## src/hw/core_pkg.sv

```systemverilog
// Shared register codes, micro-op encodings, command word layout and host address map
`default_nettype none

package core_pkg;

	// Register codes on wr_sel and in the command word
	typedef enum logic [3:0] {
		REG_A   = 4'd0,
		REG_B   = 4'd1,
		REG_C   = 4'd2,
		REG_D   = 4'd3,
		REG_E   = 4'd4,
		REG_H   = 4'd5,
		REG_L   = 4'd6,
		REG_IR  = 4'd7,
		REG_Z   = 4'd8,
		REG_W   = 4'd9,
		REG_SPL = 4'd10,
		REG_SPH = 4'd11,
		REG_PCL = 4'd12,
		REG_PCH = 4'd13		// 14 and 15 unused
	} reg_sel_e;

	typedef enum logic [3:0] {
		OP_NOP    = 4'd0,
		OP_LD_IMM = 4'd1,
		OP_MOV    = 4'd2,
		OP_IDU    = 4'd3,
		OP_JP_ZW  = 4'd4,
		OP_FETCH  = 4'd5		// Everything above is illegal
	} uop_op_e;

	// Fields hold raw codes, since illegal values must survive decode
	typedef union packed {
		struct packed {
			logic [3:0] op;
			logic [3:0] dst;
			logic [3:0] src;
			logic       dec;		// IDU direction
			logic [2:0] spare;
		} mv;
		struct packed {
			logic [3:0] op;
			logic [3:0] dst;
			logic [7:0] imm;
		} im;
	} uop_t;

	// Host word addresses
	localparam logic [2:0] ADDR_CMD  = 3'd0;
	localparam logic [2:0] ADDR_BCDE = 3'd1;
	localparam logic [2:0] ADDR_HLAI = 3'd2;
	localparam logic [2:0] ADDR_SPPC = 3'd3;
	localparam logic [2:0] ADDR_WZ   = 3'd4;
	localparam logic [2:0] ADDR_STAT = 3'd5;

	// A pair is named by its high register
	function automatic logic is_pair(input logic [3:0] code);
		case (code)
			REG_B, REG_D, REG_H, REG_SPH, REG_PCH, REG_W: return 1'b1;
			default: return 1'b0;
		endcase
	endfunction

endpackage

`default_nettype wire

```

## src/hw/reg_file.sv

```systemverilog
// General registers A to L plus IR, written through the shared strobe port and read in parallel
`default_nettype none

module reg_file (
	input wire clk,
	input wire reset,
	input wire wr_en,
	input wire [3:0] wr_sel,
	input wire wr_pair,
	input wire [15:0] wr_data,
	output logic [7:0] reg_a,
	output logic [7:0] reg_b,
	output logic [7:0] reg_c,
	output logic [7:0] reg_d,
	output logic [7:0] reg_e,
	output logic [7:0] reg_h,
	output logic [7:0] reg_l,
	output logic [7:0] reg_ir
);

	always_ff @(posedge clk) begin
		if (reset) begin
			reg_a <= 8'h00;
			reg_b <= 8'h00;
			reg_c <= 8'h00;
			reg_d <= 8'h00;
			reg_e <= 8'h00;
			reg_h <= 8'h00;
			reg_l <= 8'h00;
			reg_ir <= 8'h00;
		end else if (wr_en) begin
			if (wr_pair) begin
				// High byte to the named register, low byte to its partner
				case (wr_sel)
					core_pkg::REG_B: begin
						reg_b <= wr_data[15:8];
						reg_c <= wr_data[7:0];
					end
					core_pkg::REG_D: begin
						reg_d <= wr_data[15:8];
						reg_e <= wr_data[7:0];
					end
					core_pkg::REG_H: begin
						reg_h <= wr_data[15:8];
						reg_l <= wr_data[7:0];
					end
					default: ;		// SP, PC and WZ live in addr_unit
				endcase
			end else begin
				case (wr_sel)
					core_pkg::REG_A: reg_a <= wr_data[7:0];
					core_pkg::REG_B: reg_b <= wr_data[7:0];
					core_pkg::REG_C: reg_c <= wr_data[7:0];
					core_pkg::REG_D: reg_d <= wr_data[7:0];
					core_pkg::REG_E: reg_e <= wr_data[7:0];
					core_pkg::REG_H: reg_h <= wr_data[7:0];
					core_pkg::REG_L: reg_l <= wr_data[7:0];
					core_pkg::REG_IR: reg_ir <= wr_data[7:0];
					default: ;		// Not owned here
				endcase
			end
		end
	end

	// The controller only ever names a high register for a pair write
	pair_sel_legal: assert property (
		@(posedge clk) disable iff (reset)
		(wr_en && wr_pair) |-> core_pkg::is_pair(wr_sel)
	);

endmodule

`default_nettype wire

```

## src/hw/addr_unit.sv

```systemverilog
// Address side registers Z, W, SP and PC with the 16-bit increment/decrement unit
`default_nettype none

module addr_unit #(
	parameter logic [15:0] RESET_PC = 16'h0000
) (
	input wire clk,
	input wire reset,
	input wire wr_en,
	input wire [3:0] wr_sel,
	input wire wr_pair,
	input wire [15:0] wr_data,
	input wire pc_inc,
	input wire [15:0] idu_in,
	input wire idu_dec,
	output logic [7:0] adl,
	output logic [7:0] adh,
	output logic [7:0] reg_z,
	output logic [7:0] reg_w,
	output logic [15:0] reg_sp,
	output logic [15:0] reg_pc
);

	logic [15:0] idu_out;

	// IDU wraps at 16 bits in both directions
	always_comb begin
		if (idu_dec)
			idu_out = idu_in - 16'd1;
		else
			idu_out = idu_in + 16'd1;
	end

	assign adl = idu_out[7:0];
	assign adh = idu_out[15:8];

	always_ff @(posedge clk) begin
		if (reset) begin
			reg_z <= 8'h00;
			reg_w <= 8'h00;
			reg_sp <= 16'h0000;
			reg_pc <= RESET_PC;
		end else begin
			if (wr_en) begin
				if (wr_pair) begin
					case (wr_sel)
						core_pkg::REG_SPH: reg_sp <= wr_data;
						core_pkg::REG_PCH: reg_pc <= wr_data;
						core_pkg::REG_W: begin
							reg_w <= wr_data[15:8];
							reg_z <= wr_data[7:0];
						end
						default: ;		// BC, DE, HL in reg_file
					endcase
				end else begin
					case (wr_sel)
						core_pkg::REG_Z: reg_z <= wr_data[7:0];
						core_pkg::REG_W: reg_w <= wr_data[7:0];
						core_pkg::REG_SPL: reg_sp[7:0] <= wr_data[7:0];
						core_pkg::REG_SPH: reg_sp[15:8] <= wr_data[7:0];
						core_pkg::REG_PCL: reg_pc[7:0] <= wr_data[7:0];
						core_pkg::REG_PCH: reg_pc[15:8] <= wr_data[7:0];
						default: ;
					endcase
				end
			end
			// Opcode fetch advances PC from the IDU
			if (pc_inc)
				reg_pc <= {adh, adl};
		end
	end

	// First cycle out of reset sees the vector
	pc_reset_vector: assert property (
		@(posedge clk)
		$fell(reset) |-> (reg_pc == RESET_PC)
	);

endmodule

`default_nettype wire

```

## src/hw/uop_ctrl.sv

```systemverilog
// Wishbone slave that decodes micro-op commands, steers both register blocks and serves readback
`default_nettype none

module uop_ctrl (
	input wire clk,
	input wire reset,
	input wire cyc,
	input wire stb,
	input wire we,
	input wire [2:0] adr,
	input wire [31:0] dat_w,
	input wire [3:0] sel,
	output logic [31:0] dat_r,
	output logic ack,
	output logic wr_en,
	output logic [3:0] wr_sel,
	output logic wr_pair,
	output logic [15:0] wr_data,
	output logic pc_inc,
	output logic [15:0] idu_in,
	output logic idu_dec,
	input wire [7:0] adl,
	input wire [7:0] adh,
	input wire [7:0] reg_a,
	input wire [7:0] reg_b,
	input wire [7:0] reg_c,
	input wire [7:0] reg_d,
	input wire [7:0] reg_e,
	input wire [7:0] reg_h,
	input wire [7:0] reg_l,
	input wire [7:0] reg_ir,
	input wire [7:0] reg_z,
	input wire [7:0] reg_w,
	input wire [15:0] reg_sp,
	input wire [15:0] reg_pc
);

	core_pkg::uop_t cmd_in;
	core_pkg::uop_t cmd_q;		// Last command written
	logic req_q;			// Request seen last cycle
	logic accept;
	logic cmd_wr;
	logic legal;
	logic [7:0] src_byte;
	logic [15:0] pair_val;
	logic [15:0] exec_cnt;
	logic illegal_seen;
	logic [31:0] rd_data;

	assign cmd_in = dat_w[15:0];
	assign accept = cyc & stb & ~req_q;		// One transfer per stb assertion
	assign cmd_wr = accept & we & (adr == core_pkg::ADDR_CMD) & (&sel[1:0]);

	// Source bus for MOV
	always_comb begin
		case (cmd_in.mv.src)
			core_pkg::REG_A: src_byte = reg_a;
			core_pkg::REG_B: src_byte = reg_b;
			core_pkg::REG_C: src_byte = reg_c;
			core_pkg::REG_D: src_byte = reg_d;
			core_pkg::REG_E: src_byte = reg_e;
			core_pkg::REG_H: src_byte = reg_h;
			core_pkg::REG_L: src_byte = reg_l;
			core_pkg::REG_IR: src_byte = reg_ir;
			core_pkg::REG_Z: src_byte = reg_z;
			core_pkg::REG_W: src_byte = reg_w;
			core_pkg::REG_SPL: src_byte = reg_sp[7:0];
			core_pkg::REG_SPH: src_byte = reg_sp[15:8];
			core_pkg::REG_PCL: src_byte = reg_pc[7:0];
			core_pkg::REG_PCH: src_byte = reg_pc[15:8];
			default: src_byte = 8'h00;
		endcase
	end

	// Pair operand for the IDU
	always_comb begin
		case (cmd_in.mv.dst)
			core_pkg::REG_B: pair_val = {reg_b, reg_c};
			core_pkg::REG_D: pair_val = {reg_d, reg_e};
			core_pkg::REG_H: pair_val = {reg_h, reg_l};
			core_pkg::REG_SPH: pair_val = reg_sp;
			core_pkg::REG_W: pair_val = {reg_w, reg_z};
			default: pair_val = reg_pc;
		endcase
	end

	// NOP, JP and FETCH ignore dst
	always_comb begin
		case (cmd_in.mv.op)
			core_pkg::OP_NOP, core_pkg::OP_JP_ZW, core_pkg::OP_FETCH: legal = 1'b1;
			core_pkg::OP_LD_IMM, core_pkg::OP_MOV: legal = cmd_in.mv.dst <= 4'd13;
			core_pkg::OP_IDU: legal = core_pkg::is_pair(cmd_in.mv.dst);
			default: legal = 1'b0;
		endcase
	end

	always_comb begin
		wr_en = 1'b0;
		wr_sel = cmd_in.mv.dst;
		wr_pair = 1'b0;
		wr_data = {8'h00, cmd_in.im.imm};
		pc_inc = 1'b0;
		idu_in = reg_pc;		// FETCH default, increment PC
		idu_dec = 1'b0;
		case (cmd_in.mv.op)
			core_pkg::OP_LD_IMM: wr_en = cmd_wr & legal;
			core_pkg::OP_MOV: begin
				wr_en = cmd_wr & legal;
				wr_data = {8'h00, src_byte};
			end
			core_pkg::OP_IDU: begin
				wr_en = cmd_wr & legal;
				wr_pair = 1'b1;
				wr_data = {adh, adl};
				idu_in = pair_val;
				idu_dec = cmd_in.mv.dec;
			end
			core_pkg::OP_JP_ZW: begin
				wr_en = cmd_wr;
				wr_sel = core_pkg::REG_PCH;
				wr_pair = 1'b1;
				wr_data = {reg_w, reg_z};
			end
			core_pkg::OP_FETCH: begin
				wr_en = cmd_wr;		// IR takes imm
				wr_sel = core_pkg::REG_IR;
				pc_inc = cmd_wr;
			end
			default: ;
		endcase
	end

	always_comb begin
		case (adr)
			core_pkg::ADDR_CMD: rd_data = {16'h0000, cmd_q};
			core_pkg::ADDR_BCDE: rd_data = {reg_b, reg_c, reg_d, reg_e};
			core_pkg::ADDR_HLAI: rd_data = {reg_h, reg_l, reg_a, reg_ir};
			core_pkg::ADDR_SPPC: rd_data = {reg_sp, reg_pc};
			core_pkg::ADDR_WZ: rd_data = {16'h0000, reg_w, reg_z};
			core_pkg::ADDR_STAT: rd_data = {illegal_seen, 15'h0000, exec_cnt};
			default: rd_data = 32'h0000_0000;
		endcase
	end

	always_ff @(posedge clk) begin
		if (reset) begin
			ack <= 1'b0;
			req_q <= 1'b0;
			cmd_q <= '0;
			exec_cnt <= 16'h0000;
			illegal_seen <= 1'b0;
		end else begin
			ack <= accept;
			req_q <= cyc & stb;
			if (cmd_wr) begin
				cmd_q <= cmd_in;
				if (legal)
					exec_cnt <= exec_cnt + 16'd1;
				else
					illegal_seen <= 1'b1;		// Sticky until reset
			end
		end
	end

	always_ff @(posedge clk) begin
		if (accept)
			dat_r <= rd_data;
	end

	ack_after_req: assert property (
		@(posedge clk) disable iff (reset)
		ack |-> $past(cyc && stb)
	);

	// Handshake allows one execute per request
	wr_en_single: assert property (
		@(posedge clk) disable iff (reset)
		wr_en |=> !wr_en
	);

endmodule

`default_nettype wire

```

## src/hw/core_datapath_top.sv

```systemverilog
// Top of the register and address datapath, exposing the Wishbone host port
`default_nettype none

module core_datapath_top #(
	parameter logic [15:0] RESET_PC = 16'h0000
) (
	input wire clk,
	input wire reset,
	input wire cyc,
	input wire stb,
	input wire we,
	input wire [2:0] adr,
	input wire [31:0] dat_w,
	input wire [3:0] sel,
	output logic [31:0] dat_r,
	output logic ack
);

	logic wr_en;
	logic [3:0] wr_sel;
	logic wr_pair;
	logic [15:0] wr_data;
	logic pc_inc;
	logic [15:0] idu_in;
	logic idu_dec;
	logic [7:0] adl;
	logic [7:0] adh;
	logic [7:0] reg_a;
	logic [7:0] reg_b;
	logic [7:0] reg_c;
	logic [7:0] reg_d;
	logic [7:0] reg_e;
	logic [7:0] reg_h;
	logic [7:0] reg_l;
	logic [7:0] reg_ir;
	logic [7:0] reg_z;
	logic [7:0] reg_w;
	logic [15:0] reg_sp;
	logic [15:0] reg_pc;

	uop_ctrl uop_ctrl_i (
		.clk(clk),
		.reset(reset),
		.cyc(cyc),
		.stb(stb),
		.we(we),
		.adr(adr),
		.dat_w(dat_w),
		.sel(sel),
		.dat_r(dat_r),
		.ack(ack),
		.wr_en(wr_en),
		.wr_sel(wr_sel),
		.wr_pair(wr_pair),
		.wr_data(wr_data),
		.pc_inc(pc_inc),
		.idu_in(idu_in),
		.idu_dec(idu_dec),
		.adl(adl),
		.adh(adh),
		.reg_a(reg_a),
		.reg_b(reg_b),
		.reg_c(reg_c),
		.reg_d(reg_d),
		.reg_e(reg_e),
		.reg_h(reg_h),
		.reg_l(reg_l),
		.reg_ir(reg_ir),
		.reg_z(reg_z),
		.reg_w(reg_w),
		.reg_sp(reg_sp),
		.reg_pc(reg_pc)
	);

	reg_file reg_file_i (
		.clk(clk),
		.reset(reset),
		.wr_en(wr_en),
		.wr_sel(wr_sel),
		.wr_pair(wr_pair),
		.wr_data(wr_data),
		.reg_a(reg_a),
		.reg_b(reg_b),
		.reg_c(reg_c),
		.reg_d(reg_d),
		.reg_e(reg_e),
		.reg_h(reg_h),
		.reg_l(reg_l),
		.reg_ir(reg_ir)
	);

	addr_unit #(
		.RESET_PC(RESET_PC)
	) addr_unit_i (
		.clk(clk),
		.reset(reset),
		.wr_en(wr_en),
		.wr_sel(wr_sel),
		.wr_pair(wr_pair),
		.wr_data(wr_data),
		.pc_inc(pc_inc),
		.idu_in(idu_in),
		.idu_dec(idu_dec),
		.adl(adl),
		.adh(adh),
		.reg_z(reg_z),
		.reg_w(reg_w),
		.reg_sp(reg_sp),
		.reg_pc(reg_pc)
	);

endmodule

`default_nettype wire

```

## config.mk

```make
export PLATFORM = sky130hd
export DESIGN_NAME = core_datapath_top
export DESIGN_NICKNAME = d
export VERILOG_FILES = /design/src/hw/core_pkg.sv /design/src/hw/reg_file.sv /design/src/hw/addr_unit.sv /design/src/hw/uop_ctrl.sv /design/src/hw/core_datapath_top.sv
export SDC_FILE = /design/constraint.sdc
export NUM_CORES = 1
export LEC_CHECK = 0
export BUFFER_PORTS_ARGS = -buffer_cell sky130_fd_sc_hd__buf_2
export CELL_PAD_IN_SITES_DETAIL_PLACEMENT = 0
export CELL_PAD_IN_SITES_GLOBAL_PLACEMENT = 2
export CORE_ASPECT_RATIO = 0.9
export CORE_MARGIN = 4
export CORE_UTILIZATION = 40
export CTS_CLUSTER_SIZE = 12
export DETAILED_ROUTE_END_ITERATION = 8
export MAX_ROUTING_LAYER = met4
export PLACE_DENSITY_LB_ADDON = 0.1
export SETUP_SLACK_MARGIN = 0.1
export SLEW_MARGIN = 20
export SYNTH_ARGS = -nofsm -noshare
export SYNTH_HDL_FRONTEND = slang
export SYNTH_SLANG_ARGS = --single-unit
```

## constraint.sdc

```tcl
create_clock -name clk -period 14.15 [get_ports clk]
set_clock_uncertainty 0.1 [all_clocks]
set_input_delay 2.83 -clock clk [delete_from_list [all_inputs] [get_ports clk]]
set_output_delay 2.83 -clock clk [all_outputs]
set_load 0.05 [all_outputs]
```

After elaboration in Yosys (flattened, before gate mapping):

Cells that the tools add are included.

* bits in registers: 179
* bits of input ports: 44
* output and inout port bits: 33
* logic and storage cells: 159

* $add $sub $neg: 3
* $lt $le $gt $ge: 1
* eq/ne operators: 48
* muxes and demuxes: 43
* bitwise operators: 9
* reduce and logical (&&, ||, !) cells: 35

Operators by type and width (count)
* 8-bit 2-to-1 mux: 24
* 32-bit one-hot mux with 6 select lines: 1
* 16-bit 2-to-1 mux: 8
* 8-bit one-hot mux with 14 select lines: 1
* 16-bit one-hot mux with 5 select lines: 1
* 4-bit == test, second input constant: 15
* 16-bit one-hot mux with 3 select lines: 1
* 4-bit by 3-bit == test with 1-bit output, second input constant: 11
* 16-bit by 1-bit adder with 16-bit output, second input constant: 2
* 4-bit by 2-bit == test with 1-bit output, second input constant: 7
* 3-bit AND reduction: 8
* 2-bit AND reduction: 9
* 4-bit by 1-bit == test with 1-bit output, second input constant: 4
* 16-bit by 1-bit subtractor with 16-bit output, second input constant: 1
* 2-bit nonzero test: 7
* 4-bit logical NOT: 3
* 2-bit != test, second input constant: 5
* 4-bit one-hot mux with 2 select lines: 1
* 1-bit AND: 6
* 3-bit by 2-bit == test with 1-bit output, second input constant: 2
* 3-bit == test, second input constant: 2
* 2-bit OR reduction: 3
* 3-bit OR reduction: 2
* 6-bit OR reduction: 1
* 9 further kinds: 14

Logic depth before layout (Yosys ltp):

Gate-level depths: netlist (run 1).

* depth after elaboration: 10
* mapped depth: 18
* depth with buffers taken out: 16

Cells and area by module:

From an unflattened synthesis (run 1), not the netlist that was laid out.

* cells, all modules: 1273
* area, all modules: 11028.1 um^2

Modules (own cells, without submodules)
* uop_ctrl: times used 1, cells an instance 651, area each 5418.9 um^2, seq. area each 1661.6 um^2
* addr_unit: times used 1, cells an instance 326, area each 2827.7 um^2, seq. area each 960.9 um^2
* reg_file: times used 1, cells an instance 296, area each 2781.4 um^2, seq. area each 1281.2 um^2

Least setup slack after synthesis (run 1):

Ideal clock, no wire load.

* path kind: input to register
* start: input port dat_w[13]
* end: register addr_unit_i.reg_sp[14]
* setup time: 138 ps
* arrival time: 6437 ps
* data required time: 13912 ps
* setup slack: 7474 ps
* stages: 15
* buffers on the path: 3
* cell sequence: clkbuf_1 -> nor3b_1 -> nand2_1 -> clkbuf_1 -> clkbuf_1 -> nor2_1 -> ha_1 -> nor2b_1 -> o21ai_0 -> o21ai_1 -> o31ai_1 -> a31oi_1 -> nor4b_1 -> nor3_1 -> a211oi_1

* longest elaborated chain between the ends: 7
* elaborated cells between the ends (all ways): 27
* those cells by class: add/sub (2); eq/ne (6); mux (11); bitwise (1); reduce/logical (7)

Ends and longest elaborated chain
* start, declared: RTL line core_datapath_top.sv:13 `input wire [31:0] dat_w,`
* 4-bit by 2-bit == test with 1-bit output: RTL line uop_ctrl.sv:89, uop_ctrl.sv:105
* 16-bit 2-to-1 mux: RTL line uop_ctrl.sv:105 `case (cmd_in.mv.op)`
* 16-bit by 1-bit adder with 16-bit output or 16-bit by 1-bit subtractor with 16-bit output (tied branches): RTL line addr_unit.sv:31, addr_unit.sv:29
* 16-bit 2-to-1 mux: RTL line addr_unit.sv:28 `if (idu_dec)`
* 16-bit one-hot mux with 3 select lines: RTL line uop_ctrl.sv:105
* 8-bit 2-to-1 mux or 16-bit 2-to-1 mux (tied branches): RTL line addr_unit.sv:56, addr_unit.sv:46
* 16-bit 2-to-1 mux: RTL line addr_unit.sv:45 `if (wr_pair) begin`
* end signal, assigned: RTL line addr_unit.sv:47 `core_pkg::REG_SPH: reg_sp <= wr_data;`
* end signal, assigned: RTL line addr_unit.sv:60 `core_pkg::REG_SPH: reg_sp[15:8] <= wr_data[7:0];`
* end, declared: RTL line addr_unit.sv:20 `output logic [15:0] reg_sp,`

Parallel ways exist; a longest one is shown, timed or not. The select of a mux whose other input is x is not followed.
A chain may end at the register's enable or synchronous reset.

Final worst setup path (run 1):

Same ends and word-level chain as after synthesis.

==> results.yml, run 1 <==
final_layout:
  nets: 1416
  layout-drive-gt1-share_pct: 12.9
  antenna_cells: 0
  area_delta_synth_final_pct: 9.58
  instances_no_fill: 1723
  final_util_pct: 45.0
worst_setup_path:
  cp.required_ns: 14.34
  crit_chain: "buf_2 -> nor3b_1 -> nand2_1 -> nor2_2 -> buf_4 -> nor2_1 -> a31oi_1 -> ha_1 -> nor2b_1 -> o21ai_0 -> o21ai_1 -> o31ai_1 -> a31oi_1 -> nor4b_1 -> nor3_2 -> a211oi_1"
  critPathSlowestCell: "nor3b_1"
  crit_path_max_fanout: 28
  cpPeakStageDelay_ns: 0.66
  cp-start-kind: "input pin"
  crit_path_end_kind: "flip-flop"
  arrival_ns: 7.41
  path_class: "input pin to flip-flop"
  crit_path_frequent_cell: "a31oi_1"
logic_synthesis:
  netlist_area_um2: 11200
  synth_top_area_share_pct: 26.2
  async_reset_ff_share_pct: 0
  synth.most_common_cell: "nor2_1"
  synth-warning-count: 0
  synth-adder-area-share_pct: 1.85
  ys_top_cells_by_count: "nor2_1 (210), dfxtp_1 (147), nand2_1 (118), a21oi_1 (77), mux2i_1 (69)"
  syn_avg_cell_area_um2: 8.27
  synth_simple_gate_area_share_pct: 23.5
  syn_inst: 1357
  synth_top_family_by_area: "simple AND/OR/NAND/NOR gates"
  synth.distinct_cells: 85
  yosysTopAreaCell: "dfxtp_1"
  synth_area_leaders: "dfxtp_1 (26%), edfxtp_1 (8.6%), nor2_1 (7.0%)"
  synth_ff_type: "dfxtp_1"
  synth_edf_count: 32
  synth_xor_xnor_area_share_pct: 1.64
  synth_compound_area_share_pct: 23.2
  ys_seq_elements: 179
  syn_nets: 1417
  synthMuxAreaShare_pct: 10.3
  ys_seq_area_share_pct: 34.8
power:
  clockPowerShare_pct: 42.7
  leakage_uw: 0.00430
  seqPwrFrac_pct: 46.2
  pwr_density_cell_nw_per_um2: 91.9
  p_int_uw: 800
  combPwrFrac_pct: 11.1
  p_sw_uw: 330
  ir_drop_mv: 0.0904
  switching_share_pct: 29.2
detailed_routing:
  wl_per_cell_um: 28.6
  drc: 0
  ant_nets: 0
  drt-pass1-iter-count: 5
  wl_um: 49300
  viasPerCell: 6.37
  drt_iter0_markers: 1163
  vias: 10984
clock_network:
  cts_tree: "yes"
  clk_latency_ns: 0.46
  cts_hold_buf: 0
  cts.sinks: 179
  cts_buffer_depth: 2
  cts-buffers-inserted: 17
  clk_pin_slew_ns: 0.07
  htreeDepth: 4
  postCtsResizedCells: 0
  post-cts-setup-buffer-count: 0
  cts-root-buf: "clkbuf_16"
timing:
  fin_crit_ns: 7.22
  relSlewSlack_pct: 20.8
  drv_slew: 0
  fmax_mhz: 139
  tightestPinTransition_ns: 1.19
  setup_tns_ns: 0
  grt_setup_unrepaired: "false"
  hold_slack_ns: 0.354
  finalHoldViolCount: 0
  setup_violations: 0
  post-route-period-util_pct: 51.0
place:
  post-dp-hpwl_um: 35600
  port_buffers: 58
  dp.cells: 1691
  gp_congestion: 0.950
die:
  dieWidth_um: 185
  rows: 57
  coreArea_um2: 27300
  ios: 77
  initial_core_util_pct: 41.1
  dieArea_um2: 30800
  die_h_um: 167
global_routing:
  antenna_found_initial: 1
  grt_pass1_vias: 10195
  overflow: 0
  grt.total_usage_pct: 32.4
  grt_max_degree: 92
  grt_pass1_wl_um: 71300
job:
  max-cap-violations: 0
worst_hold_path:
  hold_path_class: "flip-flop to flip-flop"
run_status:
  status: "finished, final reports clean"
## flip-flops by register name, summed over array words and instances (netlist names), 16 cells and up
register / cells
addr_unit_i.reg_sp: 16
uop_ctrl_i.dat_r: 32
uop_ctrl_i.exec_cnt: 16
uop_ctrl_i.cmd_q: 16
addr_unit_i.reg_pc: 16
## final timing paths
check / slack [ns] / from / end / cells after the start
max: 6.93 / dat_w[13] / addr_unit_i.reg_sp[14]$_SDFFE_PP0P_ / 16
min: 0.35 / uop_ctrl_i.cmd_q[12]$_SDFFE_PP0P_ / uop_ctrl_i.cmd_q[12]$_SDFFE_PP0P_ / 2
max reg2reg: 9.61 / addr_unit_i.reg_z[0]$_SDFFE_PP0P_ / addr_unit_i.reg_pc[10]$_SDFFE_PP0P_ / 14
min reg2reg: 0.35 / uop_ctrl_i.cmd_q[12]$_SDFFE_PP0P_ / uop_ctrl_i.cmd_q[12]$_SDFFE_PP0P_ / 2
## area by class of cell
cell class / count / area (um2)
Fill cell: 2758 / 15000
Multi-Input combinational cell: 1054 / 6810
Sequential cell: 179 / 3900
Timing Repair Buffer: 85 / 495
Clock buffer: 21 / 487
Tap cell: 354 / 443
Clock inverter: 11 / 90.1
Inverter: 19 / 71.3
## power groups by stage
stage                     clock, uW  sequential [uW]  combinational [uW]
after floorplan                   0              546                66.6
after global placement            0              534                 122
after detailed placement          0              534                 123
after CTS                       486              522                 123
after global routing            512              522                 131
final                           483              522                 126
## cell usage in the layout, fill, tap and decap left out, drive strengths merged, types with 6 or more instances in the layout
| cell | netlist | layout |
|---|---|---|
| a211oi | 51 | 51 |
| a21oi | 77 | 77 |
| a221oi | 22 | 22 |
| a22o | 22 | 22 |
| a22oi | 31 | 31 |
| a31oi | 30 | 30 |
| a32oi | 8 | 8 |
| and2 | 10 | 10 |
| and3 | 15 | 15 |
| buf | 40 | 85 |
| clkbuf | 65 | 21 |
| dfxtp | 147 | 147 |
| edfxtp | 32 | 32 |
| ha | 15 | 15 |
| inv | 18 | 23 |
| mux2 | 31 | 31 |
| mux2i | 69 | 69 |
| nand2 | 118 | 118 |
| nand2b | 29 | 29 |
| nand3 | 26 | 26 |
| nand3b | 6 | 6 |
| nand4 | 6 | 6 |
| nor2 | 213 | 213 |
| nor2b | 19 | 19 |
| nor3 | 45 | 45 |
| nor3b | 10 | 10 |
| nor4 | 6 | 6 |
| o211ai | 8 | 8 |
| o21ai | 38 | 38 |
| o221ai | 12 | 12 |
| o22ai | 10 | 10 |
| o32ai | 6 | 6 |
| or3 | 13 | 13 |
| xnor2 | 14 | 14 |
| xor2 | 7 | 7 |
## stage by stage
step / setup slack (ns) / power [uW] / area (um2)
global route: 6.53 / 1170 / 12300
CTS: 6.65 / 1130 / 12300
detailed placement: 6.22 / 656 / 11700
floorplan: 7.47 / 613 / 11200
finish: 6.93 / 1130 / 12300
global placement: 6.23 / 656 / 11700
## kinds of logic (layout without fill, tap and decap cells)
kind of cell,count (synthesis),in the layout
flip-flops,179,179
AO/OA/AOI/OAI,367,367
adder cells (fa/ha/maj),16,16
AND/OR/NAND/NOR,545,545
XOR/XNOR,21,21
buffers and inverters,124,136
multiplexers,105,105
## layer usage
layer	GRT usage (%)	share of wire, %
met1	44.9	44
met2	45.5	42
met3	9.33	9.8
met4	10.4	3.4
met5	-	0
## worst max-delay path: cells and delay by family
kind	cells	cell delay [ns]
fa+ha+maj	1	0.34
simple gates	7	2.03
buf+inv	2	0.50
compound gates	6	1.68
(Power assumes the default switching activity.)
==> run 2, diff against run 1 <==
--- a/config.mk
+++ b/config.mk
@@ -5,12 +5,13 @@
 export SDC_FILE = /design/constraint.sdc
 export NUM_CORES = 1
 export LEC_CHECK = 0
+export ABC_AREA = 1
 export BUFFER_PORTS_ARGS = -buffer_cell sky130_fd_sc_hd__buf_2
 export CELL_PAD_IN_SITES_DETAIL_PLACEMENT = 0
 export CELL_PAD_IN_SITES_GLOBAL_PLACEMENT = 2
 export CORE_ASPECT_RATIO = 0.9
 export CORE_MARGIN = 4
-export CORE_UTILIZATION = 40
+export CORE_UTILIZATION = 35
 export CTS_CLUSTER_SIZE = 12
 export DETAILED_ROUTE_END_ITERATION = 8
 export MAX_ROUTING_LAYER = met4
==> constraint.sdc (replaced) <==
create_clock -name clk -period 7.2 [get_ports clk]
set_clock_uncertainty 0.1 [all_clocks]
set_input_delay 1.44 -clock clk [delete_from_list [all_inputs] [get_ports clk]]
set_output_delay 1.44 -clock clk [all_outputs]
set_load 0.05 [all_outputs]
==> results.yml, run 2 <==
timing:
  setup_tns_ns: 0
  grt_setup_unrepaired: "false"
  setup_violations: 0
  fmax_mhz: 180
  finalWorstSetupSlack_ns: 1.65
  finalHoldViolCount: 0
  tightestPinTransition_ns: 0.966
  relSlewSlack_pct: 35.2
  drv_slew: 0
  post-route-period-util_pct: 77.2
  fin_crit_ns: 5.55
power:
  p_total_uw: 2250
  leakage_uw: 0.00490
  pwr_density_cell_nw_per_um2: 193
  ir_drop_mv: 0.159
global_routing:
  grt_pass1_wl_um: 68500
  grt.total_usage_pct: 29.8
  overflow: 0
  antenna_found_initial: 0
  grt_max_degree: 57
  grt_pass1_vias: 9796
logic_synthesis:
  syn_avg_cell_area_um2: 7.00
  synth-warning-count: 0
  synth-adder-area-share_pct: 2.01
  synthMuxAreaShare_pct: 0
  async_reset_ff_share_pct: 0
  synth_simple_gate_area_share_pct: 19.8
  synth_ff_type: "dfxtp_1"
  ys_top_cells_by_count: "inv_1 (253), nand2_1 (209), a21oi_1 (163), dfxtp_1 (147), o21ai_0 (138)"
  ys_seq_elements: 179
  synth_area_leaders: "dfxtp_1 (29%), edfxtp_1 (9.3%), inv_1 (9.2%)"
  synth_compound_area_share_pct: 27.9
  syn_inst: 1475
  synth_top_family_by_area: "compound AO/OA/AOI/OAI gates"
  synth_edf_count: 32
  synth_xor_xnor_area_share_pct: 1.02
  yosysTopAreaCell: "dfxtp_1"
  netlist_area_um2: 10300
  synth.most_common_cell: "inv_1"
  syn_nets: 1535
  synth.distinct_cells: 48
  synth_top_area_share_pct: 28.5
  ys_seq_area_share_pct: 37.8
die:
  die_h_um: 171
  initial_core_util_pct: 35.6
  rows: 59
  coreArea_um2: 29000
  ios: 77
  dieWidth_um: 189
  dieArea_um2: 32300
clock_network:
  cts.sinks: 179
  post-cts-setup-buffer-count: 0
  cts_tree: "yes"
  htreeDepth: 4
  cts_hold_buf: 0
  cts_buffer_depth: 2
  cts-buffers-inserted: 17
  clk_pin_slew_ns: 0.07
  clk_latency_ns: 0.45
  cts-root-buf: "clkbuf_16"
  postCtsResizedCells: 0
final_layout:
  layout-drive-gt1-share_pct: 9.58
  instances_no_fill: 1930
  antenna_cells: 0
  nets: 1581
  regMostFlops: "uop_ctrl_i.dat_r"
  final_cell_mix: "inv_1 (252), nand2_1 (209), a21oi_1 (163)"
  largest_reg_flops: 32
  area_delta_synth_final_pct: 13.2
  final_common_cell: "inv_1"
worst_setup_path:
  cp.required_ns: 7.48
  arrival_ns: 5.84
  cp-start-kind: "input pin"
  crit_path_max_fanout: 15
  crit_path_end_kind: "flip-flop"
  path_class: "input pin to flip-flop"
place:
  port_buffers: 58
  dp.cells: 1898
  pre_cts_slack_ns: 1.33
  post-dp-hpwl_um: 36100
  gp_congestion: 0.963
run_status:
  status: "finished, final reports clean"
detailed_routing:
  vias: 10734
  drc: 0
  viasPerCell: 5.56
  wl_um: 47300
  drt-pass1-iter-count: 8
  drt_iter0_markers: 1166
  wl_per_cell_um: 24.5
  ant_nets: 0
worst_hold_path:
  hold_path_class: "flip-flop to flip-flop"
job:
  max-cap-violations: 0
==> run 2: final timing paths <==
kind,start,to,slack (ns),depth (start not counted)
setup / recovery,dat_w[11],addr_unit_i.reg_pc[12]$_SDFFE_PP0P_,1.65,19
hold / removal,uop_ctrl_i.req_q$_SDFF_PP0_,uop_ctrl_i.ack$_SDFF_PP0_,0.35,1
setup reg to reg,reg_file_i.reg_c[3]$_SDFFE_PP0P_,addr_unit_i.reg_pc[12]$_SDFFE_PP0P_,3.43,16
hold reg to reg,uop_ctrl_i.req_q$_SDFF_PP0_,uop_ctrl_i.ack$_SDFF_PP0_,0.35,1
==> run 2: metrics by stage <==
| stage | hold slack, ns | util (%) | cell area [um2] |
|---|---|---|---|
| after floorplan | 0.300 | - | 10300 |
| after global placement | 0.337 | 38.1 | 11100 |
| after detailed placement | 0.344 | 38.1 | 11100 |
| after CTS | 0.353 | 40.3 | 11700 |
| after global routing | 0.381 | 40.3 | 11700 |
| final | 0.353 | 40.3 | 11700 |
==> run 2: cell type report <==
class	count	area, um2
Sequential cell	179	3900
Fill cell	3126	17300
Clock buffer	17	425
Inverter	269	1020
Timing Repair Buffer	72	395
Tap cell	396	495
Clock inverter	15	199
Multi-Input combinational cell	982	5250
==> run 2: power breakdown <==
group / internal, uW / total (uW) / switching, uW
clock: 585 / 1040 / 452
combinational: 36.4 / 192 / 155
sequential: 1020 / 1020 / 1.79
total: 1640 / 2250 / 609
==> run 2: kinds of logic (layout without fill, tap and decap cells) <==
logic type	count (synthesis)	count (layout)
buffers and inverters	314	373
flip-flops	179	179
AO/OA/AOI/OAI	498	498
AND/OR/NAND/NOR	456	456
adder cells (fa/ha/maj)	16	16
XOR/XNOR	12	12
==> run 2: routing by layer <==
layer  vias up  GRT usage, %  routed length, um
li1       5140             -                  -
met1      5040          43.3              22600
met2       492          42.9              19800
met3        62          4.41               3530
met4         0          8.81               1350
met5         -             -                  0
==> run 2: worst max-delay path, cell delays in order <==
cell	delay (ns)
buf_2	0.13
inv_1	0.10
nor2_1	0.29
nand2_1	0.55
o22ai_1	0.36
a211oi_1	0.09
a22oi_1	0.36
ha_1	0.36
a21oi_1	0.14
o21ai_1	0.10
a21oi_1	0.35
o21ai_1	0.15
a21boi_0	0.43
o21ai_0	0.14
nand2_1	0.07
nand2_1	0.12
o21ai_1	0.42
a21oi_1	0.13
nor2_1	0.10
==> run 3, diff against run 2 <==
==> constraint.sdc (replaced) <==
create_clock -name clk -period 5.35 [get_ports clk]
set_clock_uncertainty 0.1 [all_clocks]
set_input_delay 1.07 -clock clk [delete_from_list [all_inputs] [get_ports clk]]
set_output_delay 1.07 -clock clk [all_outputs]
set_load 0.05 [all_outputs]
==> results.yml, run 3 (synthesis gave the netlist of run 2 again) <==
run_status:
  status: "finished, final reports clean"
die:
  ios: 77
  dieArea_um2: 32300
  rows: 59
  initial_core_util_pct: 35.6
  coreArea_um2: 29000
  dieWidth_um: 189
  die_h_um: 171
timing:
  relSlewSlack_pct: 33.2
  drv_slew: 0
  fin_crit_ns: 4.70
  setup_tns_ns: 0
  setup_violations: 0
  grt_setup_unrepaired: "false"
  post-route-period-util_pct: 87.9
  fmax_mhz: 213
  finalHoldViolCount: 0
  finalWorstSetupSlack_ns: 0.648
  tightestPinTransition_ns: 1.00
global_routing:
  grt_max_degree: 86
  grt_pass1_vias: 9843
  grt.total_usage_pct: 30.2
  overflow: 0
  antenna_found_initial: 0
  grt_pass1_wl_um: 69500
final_layout:
  fill_cells: 3142
  layout-drive-gt1-share_pct: 10.4
  regMostFlops: "uop_ctrl_i.dat_r"
  ff_latch_area_um2: 3900
  area_delta_synth_final_pct: 13.8
  final_common_cell: "inv_1"
  multi_input_area_um2: 5250
  antenna_cells: 0
  final_cell_mix: "inv_1 (252), nand2_1 (209), a21oi_1 (163)"
  nets: 1596
  largest_reg_flops: 32
  final_util_pct: 40.5
  instances_no_fill: 1945
worst_setup_path:
  timing.rr.end: "addr_unit_i.reg_pc[12]$_SDFFE_PP0P_"
  crit_path_max_fanout: 8
  r2r_slack_ns: 1.83
  crit_buf_inv: 2
  path_class: "input pin to flip-flop"
  reg2regPathDepth: 15
  crit_path_end_kind: "flip-flop"
  critPathSlowestCell: "nand2_1"
  cp.required_ns: 5.63
  cpPeakStageDelay_ns: 0.40
  arrival_ns: 4.99
  critical-path-top-delay-family: "compound AO/OA/AOI/OAI gates"
  crit_chain: "buf_2 -> inv_1 -> nor2_1 -> nand2_1 -> o22ai_1 -> a211oi_1 -> a22oi_1 -> ha_1 -> a21oi_1 -> o21ai_1 -> a21oi_1 -> o21ai_1 -> a21boi_0 -> o21ai_0 -> nand2_1 -> nand2_1 -> o21ai_1 -> a21oi_1 -> nor2_1"
  reg2reg_from: "addr_unit_i.reg_sp[0]$_SDFFE_PP0P_"
  cp-start-kind: "input pin"
clock_network:
  clk_pin_slew_ns: 0.07
  cts_hold_buf: 0
  cts-buffers-inserted: 17
  post-cts-setup-buffer-count: 0
  cts.sinks: 179
  cts_tree: "yes"
  clk_latency_ns: 0.45
  cts_buffer_depth: 2
  cts-root-buf: "clkbuf_16"
  htreeDepth: 4
  postCtsResizedCells: 0
place:
  post-dp-hpwl_um: 37100
  dp.cells: 1913
  pre_cts_slack_ns: 0.351
  gp_congestion: 0.962
  port_buffers: 58
detailed_routing:
  wl_per_cell_um: 24.7
  wl_um: 48000
  viasPerCell: 5.62
  drt-pass1-iter-count: 5
  ant_nets: 0
  drc: 0
  drt_iter0_markers: 1203
  vias: 10923
power:
  seqPwrFrac_pct: 46.9
  leakage_uw: 0.00495
  pwr_density_cell_nw_per_um2: 250
  switching_share_pct: 27.8
  p_int_uw: 2130
  ir_drop_mv: 0.210
  p_sw_uw: 817
  combPwrFrac_pct: 9.1
  clockPowerShare_pct: 44.1
worst_hold_path:
  whs_endpoint: "uop_ctrl_i.ack$_SDFF_PP0_"
  whs_path_depth: 1
  hold_path_class: "flip-flop to flip-flop"
  hp-start: "uop_ctrl_i.req_q$_SDFF_PP0_"
job:
  max-cap-violations: 0
run 3: area by class of cell:
| type | count | share of cell area (%) |
|---|---|---|
| Inverter | 269 | 8.65 |
| Timing Repair Buffer | 87 | 4.32 |
| Clock inverter | 14 | 1.26 |
| Sequential cell | 179 | 33.2 |
| Clock buffer | 18 | 3.65 |
| Multi-Input combinational cell | 982 | 44.7 |
| Tap cell | 396 | 4.22 |
run 3: worst max-delay path by stage:
stage          startpoint                             endpoint  slack, ns  cells after the start
2_1_floorplan         stb     reg_file_i.reg_a[1]$_SDFFE_PP0P_       0.18                     11
3_3_place_gp    dat_w[11]  addr_unit_i.reg_pc[12]$_SDFFE_PP0P_       0.34                     19
3_5_place_dp    dat_w[11]  addr_unit_i.reg_pc[12]$_SDFFE_PP0P_       0.35                     18
4_1_cts         dat_w[11]  addr_unit_i.reg_pc[12]$_SDFFE_PP0P_       0.80                     19
5_1_grt         dat_w[11]    addr_unit_i.reg_w[4]$_SDFFE_PP0P_       0.47                     19
6_report        dat_w[11]  addr_unit_i.reg_pc[12]$_SDFFE_PP0P_       0.65                     19
run 3: power by group through the flow:
stage	logic (uW)	registers (uW)	clock network [uW]
final	266	1380	1300
after global routing	281	1380	1370
after global placement	262	1410	0
after detailed placement	260	1410	0
after floorplan	123	1440	0
after CTS	261	1380	1310
run 3: stage by stage:
step                cell area (um2)  power [uW]  hold slack, ns
floorplan                     10300        1560           0.300
global placement              11200        1670           0.334
detailed placement            11200        1670           0.337
CTS                           11700        2950           0.347
global route                  11700        3030           0.387
finish                        11700        2940           0.348
run 3: per-layer routing:
metal	GRT usage [%]	share of wire (%)	vias up
met1	44.6	49	5215
li1	-	-	5177
met2	43.0	41	471
met3	3.81	6.5	60
met5	-	0	-
met4	9.19	3.2	0
run 3: worst reg2reg max path: stages, from the launching register on:
cell and delay (ns):
dfxtp_1 0.51, nand3_1 0.12, nand2_1 0.12, nor2_1 0.05, nand2_1 0.18, nand2_1 0.17
fa_1 0.49, o21ai_1 0.21, a21oi_1 0.16, o21ai_1 0.22, a21boi_0 0.21, o211ai_1 0.21
nand2_1 0.15, o21ai_1 0.36, a21oi_1 0.11, nor2_1 0.10
